[src/logic/panelPkg.sv]
// Front panel constants: seven-segment codes, digit sizes and default timing counts
`default_nettype none

package panelPkg;

  // ------------------------------
  // Display geometry
  // ------------------------------
  localparam int digitWidth = 4;  // One BCD digit
  localparam int segWidth   = 7;  // Segments g..a
  localparam int digitCount = 4;  // Counted digits, rest are blank

  // Active-low segment patterns for 0..9
  localparam logic [segWidth-1:0] segCodes [10] = '{
    7'b1000000,  // 0
    7'b1111001,  // 1
    7'b0100100,  // 2
    7'b0110000,  // 3
    7'b0011001,  // 4
    7'b0010010,  // 5
    7'b0000010,  // 6
    7'b1111000,  // 7
    7'b0000000,  // 8
    7'b0010000   // 9
  };

  localparam logic [segWidth-1:0] segBlank = 7'b1111111;  // All segments off

  // ------------------------------
  // Default timing on a 50 MHz clock
  // ------------------------------
  localparam int defaultTicksPerSecond = 50_000_000;
  localparam int defaultPressStart     = 21_999_999;  // Button A goes down here
  localparam int defaultPressEnd       = 28_999_999;  // Released and restarted here

endpackage

`default_nettype wire

[src/logic/pressTimer.sv]
// Periodic A-button press generator and start-release line for the game controller
`timescale 1ns/1ps
`default_nettype none

module pressTimer #(
  parameter int pressStart = panelPkg::defaultPressStart,  // Press begins after this count
  parameter int pressEnd   = panelPkg::defaultPressEnd     // Release and wrap after this count
) (
  input  wire  OSC_50,
  input  wire  KEY,          // Async reset, active low
  input  wire  start,        // Start switch
  output logic buttonA,
  output logic releaseLine   // Drives B and Right
);

  localparam int pressWidth = $clog2(pressEnd + 1);

  logic [pressWidth-1:0] pressCount;

  // ------------------------------
  // Press counter and button A
  // ------------------------------
  always_ff @(posedge OSC_50 or negedge KEY)
  begin
    if (!KEY)
    begin
      pressCount <= '0;
      buttonA    <= 1'b0;
    end
    else if (pressCount == pressStart)
    begin
      buttonA    <= 1'b1;  // Press down
      pressCount <= pressCount + 1'b1;
    end
    else if (pressCount == pressEnd)
    begin
      buttonA    <= 1'b0;  // Let go, start next period
      pressCount <= '0;
    end
    else
    begin
      pressCount <= pressCount + 1'b1;
    end
  end

  // Held released while start is low
  assign releaseLine = !start;

  pressCountRange: assert property (
    @(posedge OSC_50) disable iff (!KEY)
    pressCount <= pressEnd
  ) else $error("pressTimer: counter ran past pressEnd");

endmodule

`default_nettype wire

[config.mk]
export PLATFORM = sky130hd
export DESIGN_NAME = pressTimer
export DESIGN_NICKNAME = d
export VERILOG_FILES = /design/src/logic/panelPkg.sv /design/src/logic/pressTimer.sv
export SDC_FILE = /design/constraint.sdc
export NUM_CORES = 1
export LEC_CHECK = 0
export BUFFER_PORTS_ARGS = -buffer_cell sky130_fd_sc_hd__buf_2
export CORE_UTILIZATION = 50
export DETAILED_ROUTE_END_ITERATION = 8
export HOLD_SLACK_MARGIN = 0.12
export PLACE_DENSITY = 0.75
export SYNTH_ARGS = -nofsm -noshare
export SYNTH_HDL_FRONTEND = slang
export SYNTH_SLANG_ARGS = --single-unit
[constraint.sdc]
create_clock -name OSC_50 -period 2.3 [get_ports OSC_50]
set_input_delay 0.46 -clock OSC_50 [delete_from_list [all_inputs] [get_ports OSC_50]]
set_output_delay 0.46 -clock OSC_50 [all_outputs]
set_load 0.02 [all_outputs]
After elaboration in Yosys (flattened, before gate mapping)
Cells that the tools add are included.
{"block": "word_totals", "reg_bits": 26, "out_inout_bits": 2}
{"block": "op_classes", "n_mux": 4, "n_reduce_logical": 2, "addsub": 1, "n_eq_ne": 2}
{"operator": "$eq A25 B25 Y1 const B", "count": 2}
{"operator": "$mux W25", "count": 2}
{"operator": "$add A25 B1 Y25 const B", "count": 1}
{"operator": "$mux W1", "count": 2}
{"operator": "$reduce_bool A2 Y1", "count": 1}
{"operator": "$logic_not A1 Y1", "count": 1}

Logic depth before layout (Yosys ltp)
{"block": "depth", "depth_word": 3, "depth_mapped": 7, "mapped_depth_nobuf": 5}

Worst setup path after synthesis
Ideal clock, no wire load.
{"block": "synth_path", "path_type": "reg-to-reg", "from": "reg pressCount[0]", "to": "reg buttonA", "stages_incl_launch_ff": 7, "path_buffers": 1, "setup_slack_ns": 0.614, "t_arrival_ns": 1.613, "path_cell_list": "dfrtp_1 -> ha_1 -> and4_1 -> buf_6 -> nand3_4 -> or4_4 -> a21oi_2"}
{"block": "synth_between", "elab_chain_len": 2, "elab_cells_between_ends": 4}
{"item": "start, declared", "line_no": "pressTimer.sv:18", "rtl": "logic [pressWidth-1:0] pressCount;"}
{"item": "start signal, assigned", "line_no": "pressTimer.sv:33", "rtl": "pressCount <= pressCount + 1'b1;"}
{"item": "start signal, assigned", "line_no": "pressTimer.sv:42", "rtl": "pressCount <= pressCount + 1'b1;"}
{"item": "$eq A25 B25 Y1 (on tied branches)", "line_no": "pressTimer.sv:30, pressTimer.sv:35"}
{"item": "$mux W1 or $reduce_bool A2 Y1 (tied branches)"}
{"item": "end signal, assigned", "line_no": "pressTimer.sv:28", "rtl": "buttonA <= 1'b0;"}
{"item": "end signal, assigned", "line_no": "pressTimer.sv:32", "rtl": "buttonA <= 1'b1;"}
{"item": "end signal, assigned", "line_no": "pressTimer.sv:37", "rtl": "buttonA <= 1'b0;"}
{"item": "end, declared", "line_no": "pressTimer.sv:12", "rtl": "output logic buttonA,"}
Parallel ways exist; a longest one is shown, timed or not.
A chain may end at the register's enable or synchronous reset.

Worst setup path in the final report
Same ends and word-level chain as after synthesis.

==> flow_summary.json <==
{
  "status": "completed",
  "startpoint_type": "register",
  "area_growth_pct": 3.71,
  "slowest_stage": "or4_4",
  "hp-class": "in -> async",
  "netlist_area_mm2": 0.00135,
  "final_area_mm2": 0.00140,
  "p_leak_uw": 0.000601,
  "fin_cells": 158,
  "critical_path_arrival_ns": 2.11,
  "die-area_mm2": 0.00291,
  "period_share": 0.801,
  "grt_first_pass_wirelength_um": 4260,
  "max_slew_margin": 0.622,
  "n_antenna_cell": 0,
  "synth_top_area_frac": 0.482,
  "nets": 134,
  "yosys_warnings": 0,
  "setup_tns_ns": 0,
  "vias": 962,
  "ys_ff_latch": 26,
  "drive_gt1_frac": 0.141,
  "use_met2": 0.329,
  "synth_enable_flop_cells": 0,
  "tightestPinTransition_ns": 0.566,
  "grt_max_degree": 27,
  "path_class": "reg -> reg",
  "slowest_delay_ns": 0.55,
  "routed_wl_um": 2500,
  "track_usage": 0.208,
  "cts_max_level": 1,
  "grtUsageMet1": 0.282,
  "io_pins": 5,
  "cts_resized": 0,
  "viasPerCell": 6.09,
  "core-area_mm2": 0.00252,
  "firstDrtPassIters": 4,
  "routedWlPerCell_um": 15.8,
  "overflow": 0,
  "grt_pass1_vias": 907,
  "fillCellCount": 223,
  "initial_core_util": 0.535,
  "hpwl_um": 1840,
  "antenna_found_initial": 0,
  "whs_ns": 0.107,
  "numPortBuffers": 4,
  "yosysSeqAreaShare": 0.482,
  "die_h_um": 53.9,
  "synth_fp_nets": 130,
  "place_inst": 155,
  "drv_slew": 0,
  "critPathCaptureType": "register",
  "ant_nets": 0,
  "final-hold-violation-count": 0,
  "clock-sinks": 26,
  "postSynthCellCount": 126,
  "cts_setup_buffers": 0,
  "drv_cap": 0,
  "drc": 0,
  "gp_congestion": 0.802,
  "ir_drop_mv": 0.421,
  "yosysTopAreaCell": "dfrtp_1",
  "rsz0062_at_grt": "false",
  "cts_tree": "built",
  "syn_avg_cell_area_um2": 10.7,
  "min_period_ns": 1.84,
  "synth_common_cells": "26 x dfrtp_1, 14 x nand3_1, 10 x xnor2_1",
  "critPathBufInv": 0,
  "ys_types": 35,
  "crit_required_ns": 2.57,
  "async_flop_share": 1.00,
  "worstSkewPairLatency_ns": 0.32,
  "drtIter0Drc": 25,
  "cp_cell_sequence": "ha_1, and4_1, nand3_4, or4_4, a21oi_2",
  "grtUsageMet3": 0.0593,
  "busiest_layer": "met2",
  "worst-path-max-fanout": 6,
  "numCtsBuffers": 3,
  "synth_area_leaders": "dfrtp_1 48%, xnor2_1 6.5%, nand3_1 5.2%, xor2_1 3.9%, nand4_1 3.2%",
  "fmax_mhz": 543,
  "cts_hold_buf": 0,
  "place_area_mm2": 0.00138,
  "ys.flop_type": "dfrtp_1",
  "clk_root_buffer_cell": "clkbuf_4",
  "powerDensity_mw_per_mm2": 468,
  "rows": 18,
  "p_total_uw": 655,
  "yosysMostFrequentCell": "dfrtp_1",
  "path_clk_slew_ns": 0.13,
  "die_x_um": 53.9,
  "clk_path_buf_depth": 2,
  "finClkSkew_ns": 0.0115,
  "setup_violations": 0,
  "cp_top_family": "simple AND/OR/NAND/NOR gates"
}
-- state kept, by name, indices dropped and copies added, names as in the netlist --
signal / count
pressCount: 25
buttonA: 1
-- metrics by stage --
step | worst slack (ns) | utilization
6_report | 0.458 | 0.555
5_1_grt | 0.354 | 0.555
4_1_cts | 0.444 | 0.555
3_5_place_dp | 0.475 | 0.546
3_3_place_gp | 0.534 | 0.546
2_1_floorplan | 0.614 | -
-- where the power goes --
| part | leakage, uW | switching (uW) | internal [uW] |
|---|---|---|---|
| Combinational | 0.000238 | 10.1 | 1.92 |
| Sequential | 0.000349 | 0 | 457 |
| Clock | 0.0000138 | 124 | 61.5 |
| Total | 0.000601 | 134 | 520 |
-- final timing paths --
| path | startpoint | endpoint | slack, ns | depth (start not counted) |
|---|---|---|---|---|
| worst max register to register | pressCount[0] | buttonA | 0.46 | 5 |
| worst min register to register | pressCount[4] | pressCount[4] | 0.50 | 1 |
| worst min-delay path | KEY | pressCount[12] | 0.11 | 1 |
| max in group asynchronous | KEY | pressCount[15] | 1.81 | 1 |
| min in group OSC_50 | pressCount[4] | pressCount[4] | 0.50 | 1 |
| worst max-delay path | pressCount[0] | buttonA | 0.46 | 5 |
-- cells by family (layout without fill, tap and decap cells) --
family                   Yosys count  in the layout  share of synthesized area
AND/OR/NAND/NOR                   59             59                      0.287
flip-flops                        26             26                      0.482
XOR/XNOR                          16             16                      0.104
AO/OA/AOI/OAI                     12             12                     0.0594
buffers and inverters              9             11                     0.0362
multiplexers                       3              3                     0.0223
adder cells (fa/ha/maj)            1              1                    0.00927
-- placed cells by master (no fill, tap or decap), types with 2 or more instances in the layout --
cell | Yosys | routed
dfrtp_1 | 26 | 26
nand3_1 | 14 | 14
xnor2_1 | 10 | 10
nand4_1 | 7 | 7
nor2_1 | 7 | 7
and3_1 | 6 | 6
xor2_1 | 6 | 6
nand2_1 | 5 | 5
buf_2 | 3 | 4
o31ai_1 | 3 | 3
a21oi_1 | 3 | 3
mux2i_1 | 3 | 3
inv_1 | 3 | 3
clkbuf_4 | 0 | 3
and4_1 | 2 | 2
and4_2 | 2 | 2
or4_1 | 2 | 2
nor2b_1 | 2 | 2
nor3_1 | 2 | 2
or4_4 | 2 | 2
a21oi_2 | 2 | 2
o21ai_0 | 2 | 2
-- metal layers --
layer,vias up,wire length (um)
li1,465,-
met2,16,1230
met1,478,1170
met3,3,88
met4,0,11
met5,-,0
-- layout make-up --
| type | instances | area [um^2] | share of cell area |
|---|---|---|---|
| tap | 30 | 37.5 | 0.0268 |
| inverter | 3 | 11.3 | 0.00805 |
| timing repair buffer | 5 | 27.5 | 0.0197 |
| sequential | 26 | 651 | 0.465 |
| multi-input combinational | 91 | 649 | 0.464 |
| clock buffer | 3 | 22.5 | 0.0161 |
No activity file was read; power rests on OpenSTA's default activity.
