===== src/logic/videoPkg.sv =====
// Video overlay constants for pixel widths, match window geometry and switch fields
`default_nettype none

package videoPkg;

  // ------------------------------
  // Pixel and window geometry
  // ------------------------------
  localparam int chanWidth  = 10;                     // Bits per colour channel
  localparam int windowSide = 11;                     // Match window is square
  localparam int windowBits = windowSide * windowSide;
  localparam int countWidth = 7;                      // Holds 0..121

  // Shape to look for as 11-bit rows with the top row first
  // Bit 0 is the newest pixel in the window
  localparam logic [windowBits-1:0] shapeKernel = {
    11'b00000000000,
    11'b00000000000,
    11'b00110000110,
    11'b00110000110,
    11'b11110000111,
    11'b11110000111,
    11'b11111111111,
    11'b11111111111,
    11'b11111111111,
    11'b11111111111,
    11'b11111111111
  };

  // ------------------------------
  // Switch word fields
  // ------------------------------
  localparam int switchWidth = 18;
  localparam int levelLsb    = 13;  // Threshold level in bits 17..13
  localparam int levelWidth  = 5;
  localparam int levelShift  = 5;   // Level scaled up to channel range
  localparam int limitLsb    = 7;   // Match limit in bits 12..7
  localparam int limitWidth  = 6;
  localparam int planeLsb    = 3;   // 2-bit plane select
  localparam int passBit     = 2;   // Raw pixel passthrough
  localparam int startBit    = 0;   // Controller start

endpackage

`default_nettype wire


===== src/logic/overlayMixer.sv =====
// Channel thresholds, kernel agreement count and output pixel selection
`timescale 1ns/1ps
`default_nettype none

module overlayMixer (
  input  wire  [videoPkg::chanWidth-1:0]  red,
  input  wire  [videoPkg::chanWidth-1:0]  green,
  input  wire  [videoPkg::chanWidth-1:0]  blue,
  input  wire  [videoPkg::levelWidth-1:0] level,        // Threshold, before scaling
  input  wire  [videoPkg::limitWidth-1:0] matchLimit,   // Hit when agreement is below this
  input  wire  [1:0]                      planeSel,
  input  wire                             passThrough,
  input  wire  [videoPkg::windowBits-1:0] window,       // Registered red plane window
  output logic                            redPlane,
  output logic [videoPkg::chanWidth-1:0]  outRed,
  output logic [videoPkg::chanWidth-1:0]  outGreen,
  output logic [videoPkg::chanWidth-1:0]  outBlue
);

  logic [videoPkg::chanWidth-1:0]  threshold;   // Level scaled to channel range
  logic                            greenPlane;
  logic                            bluePlane;
  logic [videoPkg::chanWidth-1:0]  redFull;     // Plane bits at full scale
  logic [videoPkg::chanWidth-1:0]  greenFull;
  logic [videoPkg::chanWidth-1:0]  blueFull;
  logic [videoPkg::windowBits-1:0] agree;       // 1 where window matches kernel
  logic [videoPkg::countWidth-1:0] agreeCount;
  logic                            hit;

  // ------------------------------
  // Threshold planes
  // ------------------------------
  assign threshold  = {level, {videoPkg::levelShift{1'b0}}};
  assign redPlane   = (red > threshold);    // Strictly above the level
  assign greenPlane = (green > threshold);
  assign bluePlane  = (blue > threshold);

  assign redFull   = {videoPkg::chanWidth{redPlane}};
  assign greenFull = {videoPkg::chanWidth{greenPlane}};
  assign blueFull  = {videoPkg::chanWidth{bluePlane}};

  // ------------------------------
  // Kernel agreement
  // ------------------------------
  assign agree = window ~^ videoPkg::shapeKernel;

  always_comb
  begin
    agreeCount = '0;
    for (int i = 0; i < videoPkg::windowBits; i++)
    begin
      agreeCount = agreeCount + agree[i];  // Popcount, fits in 7 bits
    end
  end

  // Few agreeing positions means the shape is there
  assign hit = (agreeCount < {1'b0, matchLimit});

  // ------------------------------
  // Output pixel
  // ------------------------------
  always_comb
  begin
    if (hit)
    begin
      outRed   = '1;  // Pure red marker
      outGreen = '0;
      outBlue  = '0;
    end
    else if (passThrough)
    begin
      outRed   = red;
      outGreen = green;
      outBlue  = blue;
    end
    else
    begin
      case (planeSel)
        2'd0:    {outRed, outGreen, outBlue} = {redFull, redFull, redFull};
        2'd1:    {outRed, outGreen, outBlue} = {greenFull, greenFull, greenFull};
        2'd2:    {outRed, outGreen, outBlue} = {blueFull, blueFull, blueFull};
        default: {outRed, outGreen, outBlue} = {redFull, greenFull, blueFull};  // Own planes
      endcase
    end
  end

endmodule

`default_nettype wire


===== config.mk =====
export PLATFORM = sky130hd
export DESIGN_NAME = overlayMixer
export DESIGN_NICKNAME = d
export VERILOG_FILES = /design/src/logic/videoPkg.sv /design/src/logic/overlayMixer.sv
export SDC_FILE = /design/constraint.sdc
export NUM_CORES = 1
export LEC_CHECK = 0
export BUFFER_PORTS_ARGS = -buffer_cell sky130_fd_sc_hd__buf_2
export CORE_AREA = 2 2 88 98
export DETAILED_ROUTE_END_ITERATION = 7
export DIE_AREA = 0 0 90 100
export PLACE_DENSITY = 0.95
export SYNTH_ARGS = -nofsm -noshare
export SYNTH_HDL_FRONTEND = slang
export SYNTH_SLANG_ARGS = --single-unit

===== constraint.sdc =====
create_clock -name vclk -period 25.4
set_clock_uncertainty 0.05 [all_clocks]
set_input_delay 2.54 -clock vclk [all_inputs]
set_output_delay 2.54 -clock vclk [all_outputs]
set_load 0.01 [all_outputs]

* Yosys cells after proc, flatten, opt, wreduce, memory -nomap -nowiden
Index checks and enable logic that the tools add are counted.
** Storage, ports and cells
- Bits in registers :: 0
- Latch bits :: 0
- RAM bits :: 0
- Bits in read-only memories :: 0
- Input port bits :: 165
- Logic and storage cells :: 137
- Memories :: 0
** Cells by class
- $add $sub $neg :: 120
- $mul :: 0
- Div/mod/pow operators :: 0
- $lt $le $gt $ge :: 4
- Equality and inequality tests :: 2
- Shift-type cells :: 0
- Mux-type cells :: 9
- Bitwise logic cells :: 1
- Reduce and logical (&&, ||, !) cells :: 1
** Operators by type and width (count)
- adder 7 x 1 -> 7 bit :: 114
- two-way mux 10 bit :: 6
- case mux 10 bit (2 select lines) :: 3
- NOT 44 bit :: 1
- > comparator 10 bit :: 3
- adder 6 x 1 -> 7 bit :: 1
- < comparator 7 x 6 -> 1 bit :: 1
- adder 5 x 1 -> 6 bit :: 1
- adder 4 x 1 -> 5 bit :: 1
- adder 3 x 1 -> 4 bit :: 1
- adder 2 x 1 -> 3 bit :: 1
- adder 1 x 1 -> 2 bit :: 1
- == test 2 x 1 -> 1 bit (second input constant) :: 1
- == test 2 bit (second input constant) :: 1
- logical NOT 2 bit :: 1

* Logic depth before layout (Yosys ltp)
Gate-level depths: netlist of run 1.
- Word-level depth :: 122
- Gate-level depth with buffers :: 28
- Gate-level depth less buffers :: 27

* Least setup slack after synthesis of run 1
No wires, ideal clock.
- Kind :: input to output
- From :: in window[73] (netlist bit)
- To :: out outBlue[0] (netlist bit)
- Arrival :: 9583 ps
- Required time :: 22810 ps
- Setup slack :: 13227 ps
- Cell stages on the path :: 26
- Cells stage by stage :: fa_1 -> inv_1 -> fa_1 -> inv_1 -> fa_1 -> fa_1 -> inv_1 -> fa_1 -> fa_1 -> inv_1 -> fa_1 -> fa_1 -> inv_1 -> fa_1 -> inv_1 -> ha_1 -> a21o_1 -> a21oi_1 -> o21bai_1 -> a21oi_1 -> xnor2_1 -> ha_1 -> a2111oi_0 -> o211a_1 -> dlygate4sd1_1 -> nor3_1
** Between the ends
- Cells in the longest elaborated chain, start to end :: 50
** RTL lines
- start: declaration :: line overlayMixer.sv:13 : input wire [videoPkg::windowBits-1:0] window,
- adder 7 x 1 -> 7 bit (48 in series) :: line overlayMixer.sv:52 : agreeCount = agreeCount + agree[i];
- < comparator 7 x 6 -> 1 bit :: line overlayMixer.sv:57 : assign hit = (agreeCount < {1'b0, matchLimit});
- two-way mux 10 bit :: line overlayMixer.sv:64 : if (hit)
- end: declaration :: line overlayMixer.sv:17 : output logic [videoPkg::chanWidth-1:0] outBlue
No other way between the ends.

* Worst setup path in the final report of run 1
- From :: in window[73] (netlist bit)
- To :: out outBlue[3] (netlist bit)
The elaborated chain is that of the path after synthesis.

==> results of run 1 <==
-- critical path: stages --
cell and delay (ns):
buf_2 0.11, fa_1 0.54, inv_1 0.06, fa_1 0.49, inv_1 0.05, fa_1 0.39
fa_1 0.56, inv_1 0.07, fa_1 0.50, fa_1 0.51, inv_1 0.06, fa_1 0.48
fa_1 0.55, inv_1 0.05, fa_1 0.59, inv_1 0.06, ha_1 0.28, a21o_1 0.16
a21oi_1 0.22, o21bai_1 0.09, a21oi_1 0.18, xnor2_1 0.14, ha_1 0.25, a2111oi_0 0.41
o211a_1 0.74, nor3_1 0.17, buf_2 0.19
-- path summary, 6_finish.rpt --
kind,start,endpoint,depth (start not counted)
max,window[73],outBlue[3],27
min,blue[9],outBlue[9],4
-- per-stage QoR --
stage | area (sq um) | util [%]
floorplan | 4244 | -
CTS | 5308 | 65.16
detailed placement | 5308 | 65.16
finish | 5308 | 65.16
global placement | 5308 | 65.16
global route | 5308 | 65.16
-- synthesized netlist by cell type (all sizes together) (2+ instances only) --
library cell  instances
nand2                 3
o21ai                 3
a21oi                12
ha                   43
inv                 184
dlygate4sd1           2
a211oi                3
a21o                  3
nor4                  4
fa                  109
or4b                  2
nor2                 23
o31ai                 2
o21bai                2
nor3                 18
clkbuf                5
nor2b                 6
nand3b               10
a22oi                10
xnor2                 3
-- per-layer routing --
metal  global-route usage (%)  vias to the layer above  share of wire, %
met5                        0                        -                 0
li1                         -                     1742                 -
met2                    48.47                      140                59
met1                    23.20                     1775                33
met4                    5.444                        0               2.8
met3                    1.877                       22               4.6
-- layout by cell type, fill, tap and decap left out, types with 2 or more instances in the layout --
cell type | synthesis | layout
nor2_1 | 23 | 23
a211oi_1 | 3 | 3
nor3_1 | 18 | 18
nand2_1 | 3 | 3
a21oi_1 | 12 | 12
nor2b_1 | 6 | 6
a21o_1 | 3 | 3
fa_1 | 109 | 109
buf_2 | 0 | 196
nor4_4 | 2 | 2
xnor2_1 | 3 | 3
o21ai_0 | 3 | 3
ha_1 | 43 | 43
a22oi_1 | 10 | 10
o21bai_1 | 2 | 2
inv_1 | 183 | 183
nand3b_1 | 10 | 10
-- layout make-up --
type,count,area share [%]
multi-input cells,272,65.89
inverters,184,13.01
well taps,111,2.617
repair buffers,196,18.48
-- cells by family (layout without fill, tap and decap cells) --
family                   count (synthesis)  after routing  share of synthesized area, %
AO/OA/AOI/OAI                           42             42                         7.016
adder cells (fa/ha/maj)                152            152                         64.09
XOR/XNOR                                 3              3                        0.6192
AND/OR/NAND/NOR                         74             74                         10.44
multiplexers                             1              1                        0.2359
buffers and inverters                  191            380                         17.60
==> results_dict.tcl, run 1 <==
set metrics [dict create \
    initial_core_util_pct 52.10 \
    first_pass_iters 5 \
    multi_input_area_sq_mm 0.003497 \
    avgSynthCellArea_sq_um 9.166 \
    yosysWarnings 0 \
    cp.required_ns 22.81 \
    diodes 0 \
    drv_slew 0 \
    worstMarginPinSlew_ns 0.7877 \
    grt_overflow 0 \
    pre_cts_ws_ns 12.31 \
    fmax_mhz 76.66 \
    nFillCells 652 \
    finalHoldViolations 0 \
    portBuffers 196 \
    hp-class "in -> out" \
    final.min_clock_period_ns 13.04 \
    regArea_sq_um 0 \
    hpwl_um 9631 \
    dp.cells 763 \
    setup_slack_ns 12.36 \
    die_area_sq_mm 0.009000 \
    criticalPathCategory "in -> out" \
    rows 35 \
    cp_max_fo 30 \
    fin_setup_tns_ns 0 \
    gp_congestion 0.8803 \
    area_growth_pct 25.06 \
    antenna_left 0 \
    fin_crit_sh_pct 51.36 \
    drtIter0Drc 60 \
    antenna_found_initial 0 \
    synth_cell_type_count 42 \
    arrival_ns 10.45 \
    nets 971 \
    start_kind "input port" \
    drv_cap 0 \
    routed_wl_um 10050 \
    status "completed" \
    synth_cells 463 \
    drive_above_1_share_pct 31.44 \
    core_sq_mm 0.008145 \
    avgViaCountPerCell 4.822 \
    setup-violations-final 0 \
    drc 0 \
    synth_top_area_share_pct 51.42 \
    final_cells 763 \
    seq_cells 0 \
    wl_per_cell_um 13.17 \
    ctsHoldBuffers 0 \
    synth-seq-area-share_pct 0 \
    cts_setup_buffers 0 \
    grt_first_pass_wirelength_um 16800 \
    clock_buffers 0 \
    die_w_um 90 \
    track_usage_pct 22.56 \
    syn_nets 780 \
    io_pins 196 \
    vias 3679 \
    endpoint_kind "primary output" \
    die_h_um 100 \
    ys_top_cells_by_area "fa_1 51%, inv_1 16%, ha_1 13%" \
    grt_pass1_vias 4108 \
    relSlewSlack_pct 47.49 \
    rsz0062_at_grt "false" \
    yosys.area.top_type "fa_1" \
    cts.repair.resized 0 \
    grt_max_degree 31 \
    hold_ws_ns 5.388 \
    syn-cell-area_sq_mm 0.004244 \
]
Power of run 1 is not shown: default switching activity piles up to over one toggle a cycle in this logic, so the estimate is an artifact.
==> run 2: changes to the inputs <==
--- a/config.mk
+++ b/config.mk
@@ -5,11 +5,12 @@
 export SDC_FILE = /design/constraint.sdc
 export NUM_CORES = 1
 export LEC_CHECK = 0
+export ABC_AREA = 1
 export BUFFER_PORTS_ARGS = -buffer_cell sky130_fd_sc_hd__buf_2
-export CORE_AREA = 2 2 88 98
+export CORE_AREA = 2 2 96 107
 export DETAILED_ROUTE_END_ITERATION = 7
-export DIE_AREA = 0 0 90 100
-export PLACE_DENSITY = 0.95
+export DIE_AREA = 0 0 98 109
+export PLACE_DENSITY = 0.92
 export SYNTH_ARGS = -nofsm -noshare
 export SYNTH_HDL_FRONTEND = slang
 export SYNTH_SLANG_ARGS = --single-unit
==> constraint.sdc (replaced) <==
create_clock -name vclk -period 11.9
set_clock_uncertainty 0.05 [all_clocks]
set_input_delay 1.19 -clock vclk [all_inputs]
set_output_delay 1.19 -clock vclk [all_outputs]
set_load 0.01 [all_outputs]
==> run 2 against run 1 <==
Die area is 19% higher. Critical endpoint is now outBlue[7]. Highest routed layer unchanged. Area after synthesis is 1.2% higher. Global-route usage is 4.1 points lower. Sequential cell count stayed put. Setup slack worse by 10 ns. Final area is 1.5% higher. Cell count is 11% higher. First-iteration DRC count is 13% higher. Non-clock buffer count stayed put.
==> results_dict.tcl, run 2 <==
set metrics [dict create \
    initial_core_util_pct 44.52 \
    gp_congestion 0.8724 \
    avgViaCountPerCell 4.414 \
    clock_buffers 0 \
    drtIter0Drc 68 \
    routed_wl_um 9770 \
    cp.required_ns 10.66 \
    setup-violations-final 0 \
    core_sq_mm 0.009652 \
    fin_setup_tns_ns 0 \
    postLayoutCellArea_sq_mm 0.005389 \
    syn-cell-area_sq_mm 0.004297 \
    wl_per_cell_um 11.52 \
    status "completed" \
    avgSynthCellArea_sq_um 8.001 \
    cts_setup_buffers 0 \
    ctsHoldBuffers 0 \
    grt_first_pass_wirelength_um 16420 \
    die_area_sq_mm 0.01068 \
    relSlewSlack_pct 62.89 \
    antenna_found_initial 0 \
    antenna_left 0 \
    fmax_mhz 101.4 \
    rows 38 \
    rsz0062_at_grt "false" \
    endpoint_kind "primary output" \
    synth_commonest_cells "211 x inv_1, 109 x fa_1, 83 x nand2_1" \
    fin_crit_sh_pct 82.89 \
    crit_top_cell "fa_1" \
    die_w_um 98 \
    final.min_clock_period_ns 9.864 \
    cp_num_buf_inv 9 \
    nets 1046 \
    grt_overflow 0 \
    synth_top_area_share_pct 50.79 \
    synth_cell_type_count 20 \
    crit_slowest_cell "fa_1" \
    criticalPathCategory "in -> out" \
    drc 0 \
    yosysMostFrequentCell "inv_1" \
    io_pins 196 \
    area_growth_pct 25.42 \
    hpwl_um 9411 \
    cp_top_family "adder cells" \
    start_kind "input port" \
    drive_above_1_share_pct 28.89 \
    grt_pass1_vias 3985 \
    worstMarginPinSlew_ns 0.5559 \
    finalHoldViolations 0 \
    place_area_sq_mm 0.005386 \
    vias 3743 \
    synth-seq-area-share_pct 0 \
    ys_top_cells_by_area "fa_1 51%, inv_1 18%, ha_1 13%" \
    yosysWarnings 0 \
    yosys.area.top_type "fa_1" \
    layout_commonest_cell "inv_1" \
    cts.repair.resized 0 \
    drv_cap 0 \
    final_core_util_pct 55.83 \
    syn_nets 854 \
    seq_cells 0 \
    cp_max_fo 30 \
    hp-class "in -> out" \
    synth_cells 537 \
    die_h_um 109 \
    track_usage_pct 18.46 \
    cpPeakStageDelay_ns 0.56 \
    drv_slew 0 \
    final_cell_mix "211 x inv_1, 196 x buf_2, 109 x fa_1, 83 x nand2_1, 43 x ha_1" \
    arrival_ns 8.62 \
    regArea_sq_um 0 \
    grt_max_degree 31 \
    first_pass_iters 4 \
    portBuffers 196 \
]
==> run 2: logic make-up after synthesis <==
logic type / after synthesis / synth area share (%)
AO/OA/AOI/OAI: 12 / 1.485
XOR/XNOR: 4 / 0.8155
adder cells (fa/ha/maj): 152 / 63.31
buffers and inverters: 217 / 19.39
AND/OR/NAND/NOR: 152 / 15.00
==> run 2: worst paths after layout <==
| path | from | to | slack (ns) | cells after the start |
|---|---|---|---|---|
| setup / recovery | window[73] | outBlue[7] | 2.04 | 28 |
| hold / removal | red[1] | outRed[1] | 2.65 | 4 |
==> run 2: worst min-delay path, cell delays in order <==
cell	delay, ns
buf_2	0.09
nand2_1	0.04
nand3_1	0.06
buf_2	0.12
==> run 2: per-layer routing <==
metal  GRT usage, %  wire (um)  vias up
met4          3.274        245        0
met1          21.85       3708     1746
met3         0.8974        430       20
met2          37.28       5385      116
li1               -          -     1861
met5              0          0        -
==> run 2: final cells by class <==
type / count / area, sq um
timing repair buffer: 196 / 980.9
fill: 864 / 4263
multi-input combinational: 320 / 3463
tap: 120 / 150.1
inverter: 211 / 792.0
antenna: 1 / 2.502
==> run 2: metrics by stage <==
step           std cells  setup WS, ns  hold WS, ns
2_1_floorplan        537         2.939        2.468
3_3_place_gp         847         2.173        2.642
3_5_place_dp         847         1.992        2.649
4_1_cts              847         2.000        2.649
5_1_grt              847         1.631        2.671
6_report             848         2.036        2.646
Power of run 2 is left out for the same reason.
==> run 3: changes to the inputs <==
--- a/config.mk
+++ b/config.mk
@@ -5,12 +5,12 @@
 export SDC_FILE = /design/constraint.sdc
 export NUM_CORES = 1
 export LEC_CHECK = 0
-export ABC_AREA = 1
+export ABC_AREA = 0
 export BUFFER_PORTS_ARGS = -buffer_cell sky130_fd_sc_hd__buf_2
-export CORE_AREA = 2 2 96 107
+export CORE_AREA = 2 2 91 102
 export DETAILED_ROUTE_END_ITERATION = 7
-export DIE_AREA = 0 0 98 109
-export PLACE_DENSITY = 0.92
+export DIE_AREA = 0 0 93 104
+export PLACE_DENSITY = 0.95
 export SYNTH_ARGS = -nofsm -noshare
 export SYNTH_HDL_FRONTEND = slang
 export SYNTH_SLANG_ARGS = --single-unit
==> constraint.sdc (replaced) <==
create_clock -name vclk -period 10.3
set_clock_uncertainty 0.05 [all_clocks]
set_input_delay 1.03 -clock vclk [all_inputs]
set_output_delay 1.03 -clock vclk [all_outputs]
set_load 0.01 [all_outputs]
==> run 3 against run 2 <==
Final area decreased by 1.3%. Routed wire length increased by 6.8%. Count of clock-buffer cells in the layout unchanged. Largest cell class unchanged. Critical path depth increased by 1. Setup slack got worse by 1.5 ns. Utilization increased by 5.7 points. Die area decreased by 9.5%. Global-route usage increased by 3.8 points. Cell count decreased by 9.6%. Sequential share of layout area unchanged. Via count decreased by 1.1%. Sequential cell count unchanged.
==> results_dict.tcl, run 3 (synthesis gave the netlist of run 1 again) <==
set metrics [dict create \
    final.min_clock_period_ns 9.807 \
    grt_max_degree 24 \
    crit_top_cell "fa_1" \
    ctsHoldBuffers 0 \
    portBuffers 196 \
    fin_crit_sh_pct 95.22 \
    fmax_mhz 102.0 \
    io_pins 196 \
    relSlewSlack_pct 46.33 \
    drc 0 \
    track_usage_pct 22.23 \
    grt_overflow 0 \
    nets 972 \
    nFillCells 728 \
    cp.required_ns 9.22 \
    wl_per_cell_um 13.60 \
    antenna_found_initial 0 \
    cp_max_fo 23 \
    drv_cap 0 \
    worstMarginPinSlew_ns 0.8050 \
    cp_num_buf_inv 10 \
    layout_commonest_cell "buf_2" \
    diodes 0 \
    endpoint_kind "primary output" \
    seq_cells 0 \
    cts_setup_buffers 0 \
    fin_setup_tns_ns 0 \
    avgViaCountPerCell 4.828 \
    start_kind "input port" \
    hpwl_um 10020 \
    vias 3703 \
    hp-class "in -> out" \
    cpPeakStageDelay_ns 0.61 \
    clock_buffers 0 \
    criticalPathCategory "in -> out" \
    routed_wl_um 10430 \
    rows 36 \
    cp_top_family "adder cells" \
    hold_ws_ns 2.367 \
    initial_core_util_pct 49.07 \
    final_cell_mix "196 x buf_2, 183 x inv_1, 109 x fa_1, 43 x ha_1, 23 x nor2_1" \
    antenna_left 0 \
    area_growth_pct 25.32 \
    status "completed" \
    min_from "blue[8]" \
    gp_congestion 0.8060 \
    setup-violations-final 0 \
    crit_slowest_cell "fa_1" \
    drtIter0Drc 72 \
    drive_above_1_share_pct 31.55 \
    rsz0062_at_grt "false" \
    die_area_sq_mm 0.009672 \
    multi_input_area_sq_mm 0.003497 \
    die_h_um 104 \
    drv_slew 0 \
    regArea_sq_um 0 \
    hold_end "outBlue[8]" \
    holdPathStages 4 \
    grt_first_pass_wirelength_um 17470 \
    finalHoldViolations 0 \
    first_pass_iters 4 \
    arrival_ns 8.73 \
    grt_pass1_vias 4320 \
    core_sq_mm 0.008648 \
    cts.repair.resized 0 \
    die_w_um 93 \
]
## run 3: worst max path at each step
stage                       to        from  slack (ns)  cells past startpoint
floorplan           outBlue[0]  window[73]        1.15                     26
global placement     outRed[8]   window[0]        0.71                     26
detailed placement   outRed[8]  window[83]        0.45                     29
CTS                  outRed[8]  window[83]        0.45                     29
global route         outRed[7]  window[83]        0.09                     29
finish               outRed[8]  window[83]        0.49                     29
## run 3: area by class of cell
cell class / instances / share of cell area, %
multi-input cells: 272 / 65.75
well taps: 114 / 2.682
repair buffers: 197 / 18.58
inverters: 184 / 12.99
## run 3: tightest hold or removal path, stage by stage
cell,delay (ns)
buf_2,0.11
nor2_1,0.08
nor3_1,0.04
buf_2,0.13
## run 3: routing by layer
layer,track usage [%],vias up,wire length (um)
li1,-,1739,-
met1,20.67,1771,3290
met2,47.52,160,6128
met3,2.464,33,638
met4,7.143,0,373
met5,0,-,0
## run 3: metrics by stage
step	util, %	area (sq um)	std cells	worst slack [ns]
2_1_floorplan	-	4244	463	1.147
6_report	61.50	5319	767	0.4928
3_3_place_gp	61.50	5319	767	0.7120
3_5_place_dp	61.50	5319	767	0.4536
5_1_grt	61.50	5319	767	0.08669
4_1_cts	61.50	5319	767	0.4475
Power of run 3 is left out for the same reason.
