--- src/logic/panelPkg.sv ---
// Front panel constants: seven-segment codes, digit sizes and default timing counts
`default_nettype none

package panelPkg;

  // ------------------------------
  // Display geometry
  // ------------------------------
  localparam int digitWidth = 4;  // One BCD digit
  localparam int segWidth   = 7;  // Segments g..a
  localparam int digitCount = 4;  // Counted digits, rest are blank

  // Active-low segment patterns for 0..9
  localparam logic [segWidth-1:0] segCodes [10] = '{
    7'b1000000,  // 0
    7'b1111001,  // 1
    7'b0100100,  // 2
    7'b0110000,  // 3
    7'b0011001,  // 4
    7'b0010010,  // 5
    7'b0000010,  // 6
    7'b1111000,  // 7
    7'b0000000,  // 8
    7'b0010000   // 9
  };

  localparam logic [segWidth-1:0] segBlank = 7'b1111111;  // All segments off

  // ------------------------------
  // Default timing on a 50 MHz clock
  // ------------------------------
  localparam int defaultTicksPerSecond = 50_000_000;
  localparam int defaultPressStart     = 21_999_999;  // Button A goes down here
  localparam int defaultPressEnd       = 28_999_999;  // Released and restarted here

endpackage

`default_nettype wire

--- src/logic/secondsCounter.sv ---
// Prescaled four-digit decimal seconds counter with segment outputs
`timescale 1ns/1ps
`default_nettype none

module secondsCounter #(
  parameter int ticksPerSecond = panelPkg::defaultTicksPerSecond  // Clock cycles per count
) (
  input  wire                           OSC_50,
  input  wire                           KEY,   // Async reset, active low
  output logic [panelPkg::segWidth-1:0] hex0,  // Ones
  output logic [panelPkg::segWidth-1:0] hex1,  // Tens
  output logic [panelPkg::segWidth-1:0] hex2,  // Hundreds
  output logic [panelPkg::segWidth-1:0] hex3   // Thousands
);

  localparam int prescaleWidth = $clog2(ticksPerSecond + 1);

  logic [prescaleWidth-1:0]        prescale;
  logic                            secondTick;                      // Prescaler wrap
  logic [panelPkg::digitWidth-1:0] digits [panelPkg::digitCount];  // Index 0 is ones
  logic                            carry  [panelPkg::digitCount];  // Increment request per digit
  logic [panelPkg::segWidth-1:0]   segs   [panelPkg::digitCount];

  // ------------------------------
  // Prescaler
  // ------------------------------
  assign secondTick = (prescale == ticksPerSecond - 1);

  always_ff @(posedge OSC_50 or negedge KEY)
  begin
    if (!KEY)
    begin
      prescale <= '0;
    end
    else if (secondTick)
    begin
      prescale <= '0;
    end
    else
    begin
      prescale <= prescale + 1'b1;
    end
  end

  // ------------------------------
  // Decimal digits
  // ------------------------------
  always_comb
  begin
    carry[0] = secondTick;
    for (int i = 1; i < panelPkg::digitCount; i++)
    begin
      carry[i] = carry[i-1] && (digits[i-1] == 4'd9);  // Ripple on 9
    end
  end

  always_ff @(posedge OSC_50 or negedge KEY)
  begin
    if (!KEY)
    begin
      for (int i = 0; i < panelPkg::digitCount; i++)
      begin
        digits[i] <= '0;
      end
    end
    else
    begin
      for (int i = 0; i < panelPkg::digitCount; i++)
      begin
        if (carry[i])
        begin
          // 9 rolls straight to 0, 9999 wraps to 0000
          digits[i] <= (digits[i] == 4'd9) ? '0 : digits[i] + 1'b1;
        end
      end
    end
  end

  // One decoder per digit
  for (genvar d = 0; d < panelPkg::digitCount; d++)
  begin : digitDec
    sevenSegDecoder u_sevenSegDecoder (
      .digit    (digits[d]),
      .segments (segs[d])
    );

    digitRange: assert property (
      @(posedge OSC_50) disable iff (!KEY)
      digits[d] <= 4'd9
    ) else $error("secondsCounter: digit %0d left decimal range", d);
  end

  assign hex0 = segs[0];
  assign hex1 = segs[1];
  assign hex2 = segs[2];
  assign hex3 = segs[3];

endmodule

`default_nettype wire

--- src/logic/sevenSegDecoder.sv ---
// Decimal digit to active-low seven-segment pattern
`timescale 1ns/1ps
`default_nettype none

module sevenSegDecoder (
  input  wire  [panelPkg::digitWidth-1:0] digit,
  output logic [panelPkg::segWidth-1:0]   segments  // Active low, bit 0 is segment a
);

  // ------------------------------
  // Code lookup
  // ------------------------------
  always_comb
  begin
    if (digit <= 4'd9)
    begin
      segments = panelPkg::segCodes[digit];
    end
    else
    begin
      segments = panelPkg::segBlank;  // Not a decimal digit, show nothing
    end
  end

endmodule

`default_nettype wire

--- config.mk ---
export PLATFORM = sky130hd
export DESIGN_NAME = secondsCounter
export DESIGN_NICKNAME = d
export VERILOG_FILES = /design/src/logic/panelPkg.sv /design/src/logic/secondsCounter.sv /design/src/logic/sevenSegDecoder.sv
export SDC_FILE = /design/constraint.sdc
export NUM_CORES = 1
export LEC_CHECK = 0
export ABC_AREA = 0
export ABC_CLOCK_PERIOD_IN_PS = 2400
export BUFFER_PORTS_ARGS = -buffer_cell sky130_fd_sc_hd__buf_4
export CORE_MARGIN = 5
export CORE_UTILIZATION = 35
export CTS_CLUSTER_DIAMETER = 80
export CTS_CLUSTER_SIZE = 28
export DETAILED_ROUTE_END_ITERATION = 8
export HOLD_SLACK_MARGIN = 0.05
export PLACE_DENSITY = 0.51
export SLEW_MARGIN = 25
export SYNTH_ARGS = -nofsm -noshare
export SYNTH_HDL_FRONTEND = slang
export SYNTH_SLANG_ARGS = --single-unit
--- constraint.sdc ---
create_clock -name OSC_50 -period 2.4 [get_ports OSC_50]
set_input_delay 0.24 -clock OSC_50 [delete_from_list [all_inputs] [get_ports OSC_50]]
set_output_delay 0.24 -clock OSC_50 [all_outputs]
set_load 0.01 [all_outputs]
== Yosys cells after proc, flatten, opt, wreduce, memory -nomap -nowiden ==
Memory sizes are Yosys's and may differ from the RTL's.
Index checks and enable logic that the tools add are counted.

* Flip-flop bits (word level): 42
* Bits in latches: 0
* Bits in writable memories: 0
* Memory bits (read-only): 448
* Output and inout port bits: 28
* Memories: 4

{| class="wikitable"
|+ Memories
! memory !! depth !! bits a word !! read ports !! clocked after memory_dff !! wr ports !! RTL line !! source
|-
| (name not given) || 16 || 7 || 1 || 0 || 0 || sevenSegDecoder.sv:17 || <nowiki>segments = panelPkg::segCodes[digit];</nowiki>
|-
| (name not given) || 16 || 7 || 1 || 0 || 0 || sevenSegDecoder.sv:17 ||
|-
| (name not given) || 16 || 7 || 1 || 0 || 0 || sevenSegDecoder.sv:17 ||
|-
| (name not given) || 16 || 7 || 1 || 0 || 0 || sevenSegDecoder.sv:17 ||
|}

* Add/sub/neg operators: 5
* Multiply operators: 0
* Divide/modulo/power cells: 0
* $lt $le $gt $ge: 8
* Equality and inequality tests: 5
* Shift operators: 0
* Muxes and demuxes: 17
* Bitwise logic cells: 4
* Reductions and logical operators: 3

{| class="wikitable"
|+ Operators with widths
! operator !! count
|-
| 7-bit 2-to-1 mux || 12
|-
| 26-bit by 1-bit adder with 26-bit output, second input constant || 1
|-
| 26-bit equality test, second input constant || 1
|-
| 26-bit 2-to-1 mux || 1
|-
| 5-bit >= comparator, second input constant || 4
|-
| 4-bit NOT with 5-bit output || 4
|-
| 4-bit by 1-bit adder with 4-bit output, second input constant || 4
|-
| 4-bit equality test, second input constant || 4
|-
| 4-bit less-or-equal comparator, second input constant || 4
|-
| 4-bit 2-to-1 mux || 4
|-
| 1-bit logical AND || 3
|}

== Depth between registers and ports, before layout ==
Gate-level depths: netlist of run 1.

* Depth after elaboration: 5
* Mapped depth: 7
* Depth with buffers taken out: 6

== Hierarchy ==
Synthesis of run 1 repeated with hierarchy kept, for this count alone.

* Cells, all modules: 348
* Area, all modules: 3052.9 um2

{| class="wikitable"
|+ By module, submodules not included
! module !! times used !! cells each !! area each (um2)
|-
| secondsCounter || 1 || 228 || 2227.1
|-
| sevenSegDecoder || 4 || 30 || 206.4
|}

== Least setup slack after synthesis of run 1 ==
No wires, ideal clock.

* Kind: reg2reg
* From: register digits[13] (netlist name)
* To: register digits[0] (netlist name)
* Library setup time: 0.125 ns
* Arrival time: 1.938 ns
* Data required time: 2.275 ns
* Setup slack: 0.338 ns
* Cell stages (with the launch flop): 8
* Cell sequence: dfrtp_1 inv_1 ha_1 and3b_1 clkbuf_1 nand2_1 nor4b_2 mux2_2

* Longest elaborated chain between the ends: 4

{| class="wikitable"
|+ Ends and longest elaborated chain
! what !! RTL line !! source
|-
| start, declared || secondsCounter.sv:20 || <nowiki>logic [panelPkg::digitWidth-1:0] digits [panelPkg::digitCount];</nowiki>
|-
| start signal, assigned by index || secondsCounter.sv:73 || <nowiki>digits[i] <= (digits[i] == 4'd9) ? '0 : digits[i] + 1'b1;</nowiki>
|-
| start signal, assigned by index || secondsCounter.sv:89 || <nowiki>digits[d] <= 4'd9</nowiki>
|-
| 4-bit equality test || secondsCounter.sv:53 || <nowiki>carry[i] = carry[i-1] && (digits[i-1] == 4'd9);</nowiki>
|-
| 1-bit logical AND (3 in a row) || secondsCounter.sv:53 ||
|}

No other way between the ends.
A chain may end at the register's enable or synchronous reset.

== Worst setup path in the final report of run 1 ==
* From: register digits[9] (netlist name)
* To: register digits[1] (netlist name)

* Longest elaborated chain between the ends: 3

{| class="wikitable"
|+ Ends and longest elaborated chain
! what !! RTL line
|-
| 4-bit equality test || secondsCounter.sv:53
|-
| 1-bit logical AND (2 in a row) || secondsCounter.sv:53
|}

No other way between the ends.

==> results of run 1 <==
-- what timing repair did --
item	CTS	global route
resized for setup	0	0
endpoints found under the hold margin	42	0
hold buffers	1	0
-- per-stage QoR --
step / setup WS [ps] / hold slack, ps / utilization, %
after global routing: 73.3 / 490 / 41.2
after global placement: 329 / 275 / 39.9
after CTS: 263 / 458 / 41.2
after detailed placement: 286 / 268 / 39.9
after floorplan: 338 / -55.6 / -
final: 258 / 456 / 41.2
-- area by class of cell --
cell class	instances	area (um2)	share of cell area [%]
flip-flops and latches	42	1050	31.4
repair buffers	39	295	8.82
multi-input cells	251	1700	50.7
inverters	22	82.6	2.47
clock buffers	7	86.3	2.58
well taps	105	131	3.92
clock inverters	1	5.00	0.149
-- power breakdown --
group | switching (mW) | total (mW) | internal (mW)
registers | 0 | 0.707 | 0.707
clock network | 0.238 | 0.470 | 0.232
logic | 0.0136 | 0.0158 | 0.00215
total | 0.252 | 1.19 | 0.941
-- sequential cells by signal, indices dropped and copies added, names as in the netlist --
signal    count
prescale     26
digits       16
-- routing by layer --
| layer | routed length [um] | global-route usage, % | vias to the layer above |
|---|---|---|---|
| li1 | - | - | 1232 |
| met1 | 3010 | 17.4 | 1175 |
| met2 | 2930 | 20.7 | 36 |
| met3 | 220 | 1.94 | 4 |
| met4 | 46 | 2.97 | 0 |
| met5 | 0 | 0 | - |
-- how the worst min path moves through the flow --
stage	start	end	slack, ps	cells past startpoint
after floorplan	KEY	digits[0]$_DFFE_PN0P_	-60	0
after global placement	KEY	prescale[23]$_DFF_PN0_	270	1
after detailed placement	KEY	prescale[23]$_DFF_PN0_	270	1
after CTS	prescale[0]$_DFF_PN0_	prescale[0]$_DFF_PN0_	460	1
after global routing	prescale[0]$_DFF_PN0_	prescale[0]$_DFF_PN0_	490	1
final	prescale[0]$_DFF_PN0_	prescale[0]$_DFF_PN0_	460	1
-- layout by cell type, fill, tap and decap left out, types with 3 or more instances in the layout --
cell	Yosys	routed
and3b_1	3	3
xor2_1	9	9
mux2_2	8	8
buf_4	0	38
nor2_1	32	32
nor2b_1	3	3
a21oi_1	26	26
or3_1	4	4
and4_1	6	6
ha_1	21	21
nand2_1	27	27
dfrtp_1	42	42
inv_1	22	22
o31ai_1	5	5
xnor2_1	6	6
mux2i_1	6	6
nor3_1	9	9
and3_1	4	4
a31oi_1	4	4
nand3_1	12	12
nand4_1	7	7
o21ai_0	23	23
or4_1	5	5
clkbuf_8	0	6
and2_1	4	4
a211oi_1	3	3
-- cells by family (layout without fill, tap and decap cells) --
group,Yosys count,in the layout,synth area share (%)
AOI/OAI and AO/OA,70,70,14.1
DFF,42,42,36.2
buffers and inverters,39,69,5.30
xor gates and xnor gates,15,15,4.53
adders and majority gates,21,21,9.06
and+or+nand+nor,131,131,25.7
muxes,14,14,5.17
==> impl_metrics.ini, run 1 <==
[clocking]
cts_setup_buffers = 0
clockBufferDepth = 2
path_clk_slew_ps = 80
clk-insertion-delay-late_ps = 290
numCtsBuffers = 5
ctsHtreeMaxLevel = 2
numClockSinks = 42
root_buffer = clkbuf_8
cts_tree = yes

[pwr]
power_mw = 1.19
power.leakage_nw = 1.51
peakVddDrop_mv = 0.161
power_density_nw_per_um2 = 356

[yosys]
ys_ff_latch = 42
synth_cell_types = 44
yosysTopAreaCell = dfrtp_1
syn_area_um2 = 2900
seq_area_frac_synth_pct = 36.2
yosysWarnings = 0
synth_cells = 332
synth.area.top_cells = dfrtp_1 36%, ha_1 9.1%, a21oi_1 4.5%, nor2_1 4.1%, o21ai_0 4.0%
synth_nets = 355
async_flop_share_pct = 100
synth_top_flop_cell = dfrtp_1
synth_top_area_share_pct = 36.2
synth_area_per_cell_um2 = 8.74
synth_edf_count = 0
yosys-top-cells-count = 42 x dfrtp_1, 32 x nor2_1, 27 x nand2_1
yosysMostFrequentCell = dfrtp_1

[timing]
min_period_ps = 2140
min_period_over_period_pct = 89.2
rsz0062_at_grt = no
worstMarginPinSlew_ps = 537
hold_viol_final = 0
worst_slew_margin_rel_pct = 64.2
tns_ps = 0
finalSetupViolations = 0
clock_skew_ps = 7.23
clock.fmax_mhz = 467
maxSlewViolCount = 0

[placed_design]
place.gp.congestion = 0.751
dp_cells = 458
port_buffers = 29
post_dp_cell_area_um2 = 3250
hpwl_um = 4530

[flow_run]
maxCapViolations = 0

[layout]
areaGrowthSynthToFinish_pct = 15.4
antennaDiodeCount = 0
drive_gt1_share_pct = 17.7
final_cell_area_um2 = 3350
nets = 384
fillCellCount = 838
finish.cell_count_without_fillers = 467

[drt]
dr.pass1.iters = 4
wl_per_cell_um = 13.3
vias = 2447
drt_iter0_drc = 121
drtAntennaViolNets = 0
viasPerCell = 5.24
finalWirelength_um = 6210
drc = 0

[critical_path]
crit_type = register to register
crit_arrival_ps = 2320
cp_cell_sequence = inv_1 > ha_1 > and3b_1 > nand2_1 > nor4b_2 > mux2_2
cp_num_cells = 6
r2r_setup_slack_ps = 260
cpPeakStageDelay_ps = 420
r2r-start = digits[9]$_DFFE_PN0N_
slowest_stage = dfrtp_1
crit_path_end_kind = register
path_max_fanout = 6
worstSetupStartpointType = register
rr_endpoint = digits[1]$_DFFE_PN0P_
cp-startpoint = digits[9]$_DFFE_PN0N_
r2r_cells = 6
cp.required_ps = 2580
critPathBufInv = 1
critical_path.top_delay_family = simple AND/OR/NAND/NOR gates
endpoint = digits[1]$_DFFE_PN0P_

[floorplan]
die_h_um = 101
dieWidth_um = 101
initial_utilization_pct = 35.7
core-area_um2 = 8130
rows = 33
die_area_um2 = 10200
ios = 30

[global_route]
grt_pass1_wl_um = 10800
antenna_found_initial = 0
grt_pass1_vias = 2361
overflow = 0
grt_usage_pct = 12.6
grt_max_degree = 43

[min_path]
worstHoldPathType = register to register

[status]
outcome = finished, final reports clean
Note: power is estimated with default switching activity, not from simulation.
==> run 2: changes to the inputs <==
--- a/config.mk
+++ b/config.mk
@@ -6,15 +6,15 @@
 export NUM_CORES = 1
 export LEC_CHECK = 0
 export ABC_AREA = 0
-export ABC_CLOCK_PERIOD_IN_PS = 2400
+export ABC_CLOCK_PERIOD_IN_PS = 2000
 export BUFFER_PORTS_ARGS = -buffer_cell sky130_fd_sc_hd__buf_4
 export CORE_MARGIN = 5
-export CORE_UTILIZATION = 35
+export CORE_UTILIZATION = 55
 export CTS_CLUSTER_DIAMETER = 80
 export CTS_CLUSTER_SIZE = 28
 export DETAILED_ROUTE_END_ITERATION = 8
 export HOLD_SLACK_MARGIN = 0.05
-export PLACE_DENSITY = 0.51
+export PLACE_DENSITY = 0.74
 export SLEW_MARGIN = 25
 export SYNTH_ARGS = -nofsm -noshare
 export SYNTH_HDL_FRONTEND = slang
==> constraint.sdc (replaced) <==
create_clock -name OSC_50 -period 2 [get_ports OSC_50]
set_input_delay 0.2 -clock OSC_50 [delete_from_list [all_inputs] [get_ports OSC_50]]
set_output_delay 0.2 -clock OSC_50 [all_outputs]
set_load 0.01 [all_outputs]
==> run 2 against run 1 <==
  * Maximum frequency is 12% higher
  * Sequential share of layout area is 1.6 points lower
  * Cell count is 3.2% lower
  * Clock skew is 1.9 ps higher
  * Critical path type unchanged
  * Largest power group unchanged
==> impl_metrics.ini, run 2 (synthesis gave the netlist of run 1 again) <==
[drt]
drtAntennaViolNets = 0
vias = 2553
drc = 0
finalWirelength_um = 6310
dr.pass1.iters = 4
drt_iter0_drc = 125
wl_per_cell_um = 14.0
viasPerCell = 5.65

[floorplan]
die_h_um = 82.6
ios = 30
dieWidth_um = 82.6
initial_utilization_pct = 56.8
core-area_um2 = 5110
rows = 26
die_area_um2 = 6830

[critical_path]
r2r-start = prescale[7]$_DFF_PN0_
crit_arrival_ps = 2100
cp-startpoint = prescale[7]$_DFF_PN0_
crit_type = register to register
worstSetupStartpointType = register
crit_path_end_kind = register
cp.required_ps = 2180
rr_endpoint = digits[0]$_DFFE_PN0P_
slowest_stage = dfrtp_1
r2r_setup_slack_ps = 90
endpoint = digits[0]$_DFFE_PN0P_
cp_cell_sequence = nor4_2 > nand4_4 > buf_12 > nor4b_4 > mux2_2
cpPeakStageDelay_ps = 400
path_max_fanout = 5
r2r_cells = 5

[timing]
hold_slack_ps = 438
clock.fmax_mhz = 523
clock_skew_ps = 9.18
finalSetupViolations = 0
min_period_ps = 1910
min_period_over_period_pct = 95.6
tns_ps = 0
hold_viol_final = 0
rsz0062_at_grt = yes
worstMarginPinSlew_ps = 528
maxSlewViolCount = 0
worst_slew_margin_rel_pct = 64.8

[placed_design]
dp_cells = 440
place.gp.congestion = 0.809
port_buffers = 29
hpwl_um = 4540

[pwr]
power_mw = 1.54
seq_power_share_pct = 55.2
net-switching-power_mw = 0.312
internal_power_mw = 1.22
peakVddDrop_mv = 0.299
pwr-share-comb_pct = 1.2
power.leakage_nw = 1.63
power_density_nw_per_um2 = 434
swShare_pct = 20.3
p_clk_share_pct = 43.5

[clocking]
ctsHtreeMaxLevel = 2
root_buffer = clkbuf_8
clk-insertion-delay-late_ps = 300
clockBufferDepth = 2
cts_tree = yes
numClockSinks = 42
path_clk_slew_ps = 80
numCtsBuffers = 5

[global_route]
grt_max_degree = 43
antenna_found_initial = 0
grt_pass1_vias = 2415
grt_usage_pct = 20.3
grt_pass1_wl_um = 10900
overflow = 0

[layout]
utilization_pct = 69.3
layout_common_cells = 57 x buf_4, 39 x dfrtp_1, 31 x nor2_1
nets = 404
antennaDiodeCount = 0
finish.cell_count_without_fillers = 452
reg_top3 = prescale x26, digits x16
areaGrowthSynthToFinish_pct = 22.0
fillCellCount = 413
regMostFlops = prescale
mostFrequentLayoutCell = buf_4
largest_register_ff_count = 26
drive_gt1_share_pct = 24.9

[flow_run]
maxCapViolations = 0

[status]
outcome = finished, final reports clean

[min_path]
worstHoldPathType = primary input to asynchronous set/reset pin
==> run 2: cell types whose count changed in the layout (fill, tap and decap cells not counted), moves of 2 or more <==
| cell | previous run | this run |
|---|---|---|
| ha_1 | 21 | 18 |
| buf_4 | 38 | 57 |
| nor3_1 | 9 | 7 |
| dfrtp_2 | 0 | 3 |
| ha_2 | 0 | 3 |
| dfrtp_1 | 42 | 39 |
==> run 2: metal layers <==
layer	routed length [um]	vias to the layer above	GRT usage [%]
li1	-	1274	-
met1	2950	1216	26.2
met2	3000	56	34.2
met3	291	7	4.23
met4	76	0	6.05
met5	0	-	0
==> run 2: worst max-delay path: cells and delay by family (launching register included) <==
family / cells / cell delay [ps]
buffers and inverters: 1 / 180
AND/OR/NAND/NOR: 3 / 860
multiplexers: 1 / 370
flip-flops: 1 / 400
==> run 2: final cells by class <==
type	instances	area (um2)	share of cell area [%]
clock buffers	6	72.6	2.05
clock inverters	2	37.5	1.06
inverters	22	82.6	2.33
multi-input cells	251	1750	49.3
flip-flops and latches	42	1050	29.8
well taps	70	87.6	2.47
repair buffers	59	458	12.9
==> run 2: repair_timing <==
item / CTS / global route
pin swaps: 0 / 2
endpoints found under the hold margin: 42 / 0
endpoints found under the setup margin: 10 / 20
hold buffers: 1 / 0
setup buffers: 0 / 3
cloned: 0 / 0
gates resized for setup: 3 / 10
==> run 2: stage by stage <==
| step | area (um2) | setup slack [ps] |
|---|---|---|
| global placement | 3340 | 79.3 |
| CTS | 3480 | 16.4 |
| floorplan | 2910 | 13.7 |
| finish | 3540 | 87.4 |
| detailed placement | 3340 | 20.6 |
| global route | 3540 | -9.37 |
==> run 2: how the worst min path moves through the flow <==
| stage | end | slack [ps] | cells past startpoint |
|---|---|---|---|
| after global routing | prescale[23]$_DFF_PN0_ | 500 | 2 |
| after floorplan | digits[0]$_DFFE_PN0P_ | -100 | 0 |
| after CTS | prescale[21]$_DFF_PN0_ | 440 | 2 |
| final | prescale[22]$_DFF_PN0_ | 440 | 2 |
| after detailed placement | prescale[21]$_DFF_PN0_ | 220 | 1 |
| after global placement | prescale[23]$_DFF_PN0_ | 220 | 1 |
==> run 2: power by group through the flow <==
| stage | logic (mW) | registers, mW | clock network [mW] |
|---|---|---|---|
| 5_1_grt | 0.0228 | 0.848 | 0.726 |
| 3_5_place_dp | 0.0188 | 0.865 | 0 |
| 6_report | 0.0187 | 0.848 | 0.669 |
| 2_1_floorplan | 0.000000747 | 0.866 | 0 |
| 4_1_cts | 0.0202 | 0.848 | 0.685 |
| 3_3_place_gp | 0.0186 | 0.865 | 0 |
==> run 3: changes to the inputs <==
--- a/config.mk
+++ b/config.mk
@@ -10,6 +10,7 @@
 export BUFFER_PORTS_ARGS = -buffer_cell sky130_fd_sc_hd__buf_4
 export CORE_MARGIN = 5
 export CORE_UTILIZATION = 55
+export CTS_BUF_LIST = sky130_fd_sc_hd__clkbuf_8
 export CTS_CLUSTER_DIAMETER = 80
 export CTS_CLUSTER_SIZE = 28
 export DETAILED_ROUTE_END_ITERATION = 8
==> run 3 against run 2 <==
  * Clock power fell by 0.6%
  * Die area stayed put
  * Clock skew rose by 1.8 ps
  * Register-to-register slack hardly changed
  * Maximum frequency shrank 0.11%
  * Worst hold slack better by 3.3 ps
  * Utilization unchanged
  * Critical path type is now register to output pin
  * Critical endpoint is now hex3[2]
==> impl_metrics.ini, run 3 (synthesis gave the netlist of run 1 again) <==
[timing]
min_period_ps = 1910
rsz0062_at_grt = yes
maxSlewViolCount = 0
worstMarginPinSlew_ps = 526
clock.fmax_mhz = 522
worst_slew_margin_rel_pct = 64.9
setup_ws_ps = 85.2
clock_skew_ps = 10.9
finalSetupViolations = 0
hold_slack_ps = 441
hold_viol_final = 0
min_period_over_period_pct = 95.7

[pwr]
peakVddDrop_mv = 0.300
power_density_nw_per_um2 = 433
power.leakage_nw = 1.64

[clocking]
numCtsBuffers = 5
path_clk_slew_ps = 90
clockBufferDepth = 2
root_buffer = clkbuf_8
cts_tree = yes
ctsHtreeMaxLevel = 2
numClockSinks = 42
clk-insertion-delay-late_ps = 300

[critical_path]
critical_path.top_delay_family = flip-flops
r2r_setup_slack_ps = 90
crit_arrival_ps = 1710
cp_cell_sequence = inv_1 > ha_2 > nor2_1 > nor2_1 > a21oi_1 > buf_4
slowest_stage = dfrtp_1
crit_type = register to output pin
critPathBufInv = 2
crit_path_end_kind = output pin
path_max_fanout = 6
path_common_cell = nor2_1
cp.required_ps = 1800
worstSetupStartpointType = register
cpPeakStageDelay_ps = 450

[layout]
fillCellCount = 413
regArea_um2 = 1050
drive_gt1_share_pct = 24.9
multi_input_area_um2 = 1750
reg_top3 = prescale x26, digits x16
nets = 404
mostFrequentLayoutCell = buf_4
areaGrowthSynthToFinish_pct = 22.0
layout_common_cells = 57 x buf_4, 39 x dfrtp_1, 31 x nor2_1
finish.cell_count_without_fillers = 452
regMostFlops = prescale
antennaDiodeCount = 0
largest_register_ff_count = 26

[floorplan]
dieWidth_um = 82.6
rows = 26
initial_utilization_pct = 56.8
die_h_um = 82.6
ios = 30
die_area_um2 = 6830
core-area_um2 = 5110

[drt]
vias = 2562
drtAntennaViolNets = 0
drc = 0
wl_per_cell_um = 14.0
dr.pass1.iters = 5
finalWirelength_um = 6340
drt_iter0_drc = 120
viasPerCell = 5.67

[min_path]
worstHoldPathType = primary input to asynchronous set/reset pin

[global_route]
overflow = 0
grt_max_degree = 43
antenna_found_initial = 0
grt_usage_pct = 20.3
grt_pass1_wl_um = 10900
grt_pass1_vias = 2415

[status]
outcome = finished, final reports clean

[flow_run]
maxCapViolations = 0

[placed_design]
port_buffers = 29
dp_cells = 440
dp_slack_ps = 20.6
place.gp.congestion = 0.809
hpwl_um = 4540
==> run 3: cell types whose count changed in the layout (fill, tap and decap cells not counted) <==
cell,previous run,this run
inv_1,22,23
clkbuf_1,1,0
==> run 3: power breakdown <==
| group | leakage [nW] | switching [mW] | internal [mW] |
|---|---|---|---|
| logic | 1.02 | 0.0162 | 0.00258 |
| clock network | 0.0556 | 0.298 | 0.368 |
| registers | 0.568 | 0 | 0.848 |
==> run 3: path summary, 6_finish.rpt <==
path / from / end / cells after the start
setup / recovery: digits[1]$_DFFE_PN0P_ / hex3[2] / 6
hold / removal: KEY / prescale[22]$_DFF_PN0_ / 2
setup reg to reg: prescale[7]$_DFF_PN0_ / digits[0]$_DFFE_PN0P_ / 5
hold reg to reg: prescale[0]$_DFF_PN0_ / prescale[0]$_DFF_PN0_ / 1
max in group asynchronous: KEY / digits[4]$_DFFE_PN0P_ / 2
min in group OSC_50: prescale[0]$_DFF_PN0_ / prescale[0]$_DFF_PN0_ / 1
==> run 3: area by class of cell <==
cell class	count	share of cell area, %
clock inverters	3	1.17
multi-input cells	251	49.3
repair buffers	59	12.9
inverters	22	2.33
well taps	70	2.47
clock buffers	5	1.94
flip-flops and latches	42	29.8
==> run 3: layer usage <==
layer	part of all wire (%)	vias to the layer above	track usage, %
li1	-	1274	-
met1	48	1231	26.2
met2	47	50	34.2
met3	4.0	7	4.23
met4	1.2	0	6.05
met5	0	-	0
==> run 3: timing repair <==
| item | CTS | global route |
|---|---|---|
| setup endpoints to repair | 10 | 20 |
| hold endpoints to repair | 42 | 0 |
| cloned | 0 | 0 |
| hold buffers | 1 | 0 |
| resized for setup | 3 | 10 |
| pin swaps | 0 | 2 |
| setup buffers | 0 | 3 |
==> run 3: per-stage QoR <==
| step | setup TNS, ps | power (mW) | instance area [um2] | util (%) |
|---|---|---|---|---|
| 2_1_floorplan | 0 | 0.866 | 2910 | - |
| 3_3_place_gp | 0 | 0.884 | 3340 | 65.4 |
| 3_5_place_dp | 0 | 0.884 | 3340 | 65.4 |
| 4_1_cts | 0 | 1.55 | 3480 | 68.1 |
| 5_1_grt | -22.6 | 1.59 | 3540 | 69.3 |
| 6_report | 0 | 1.53 | 3540 | 69.3 |
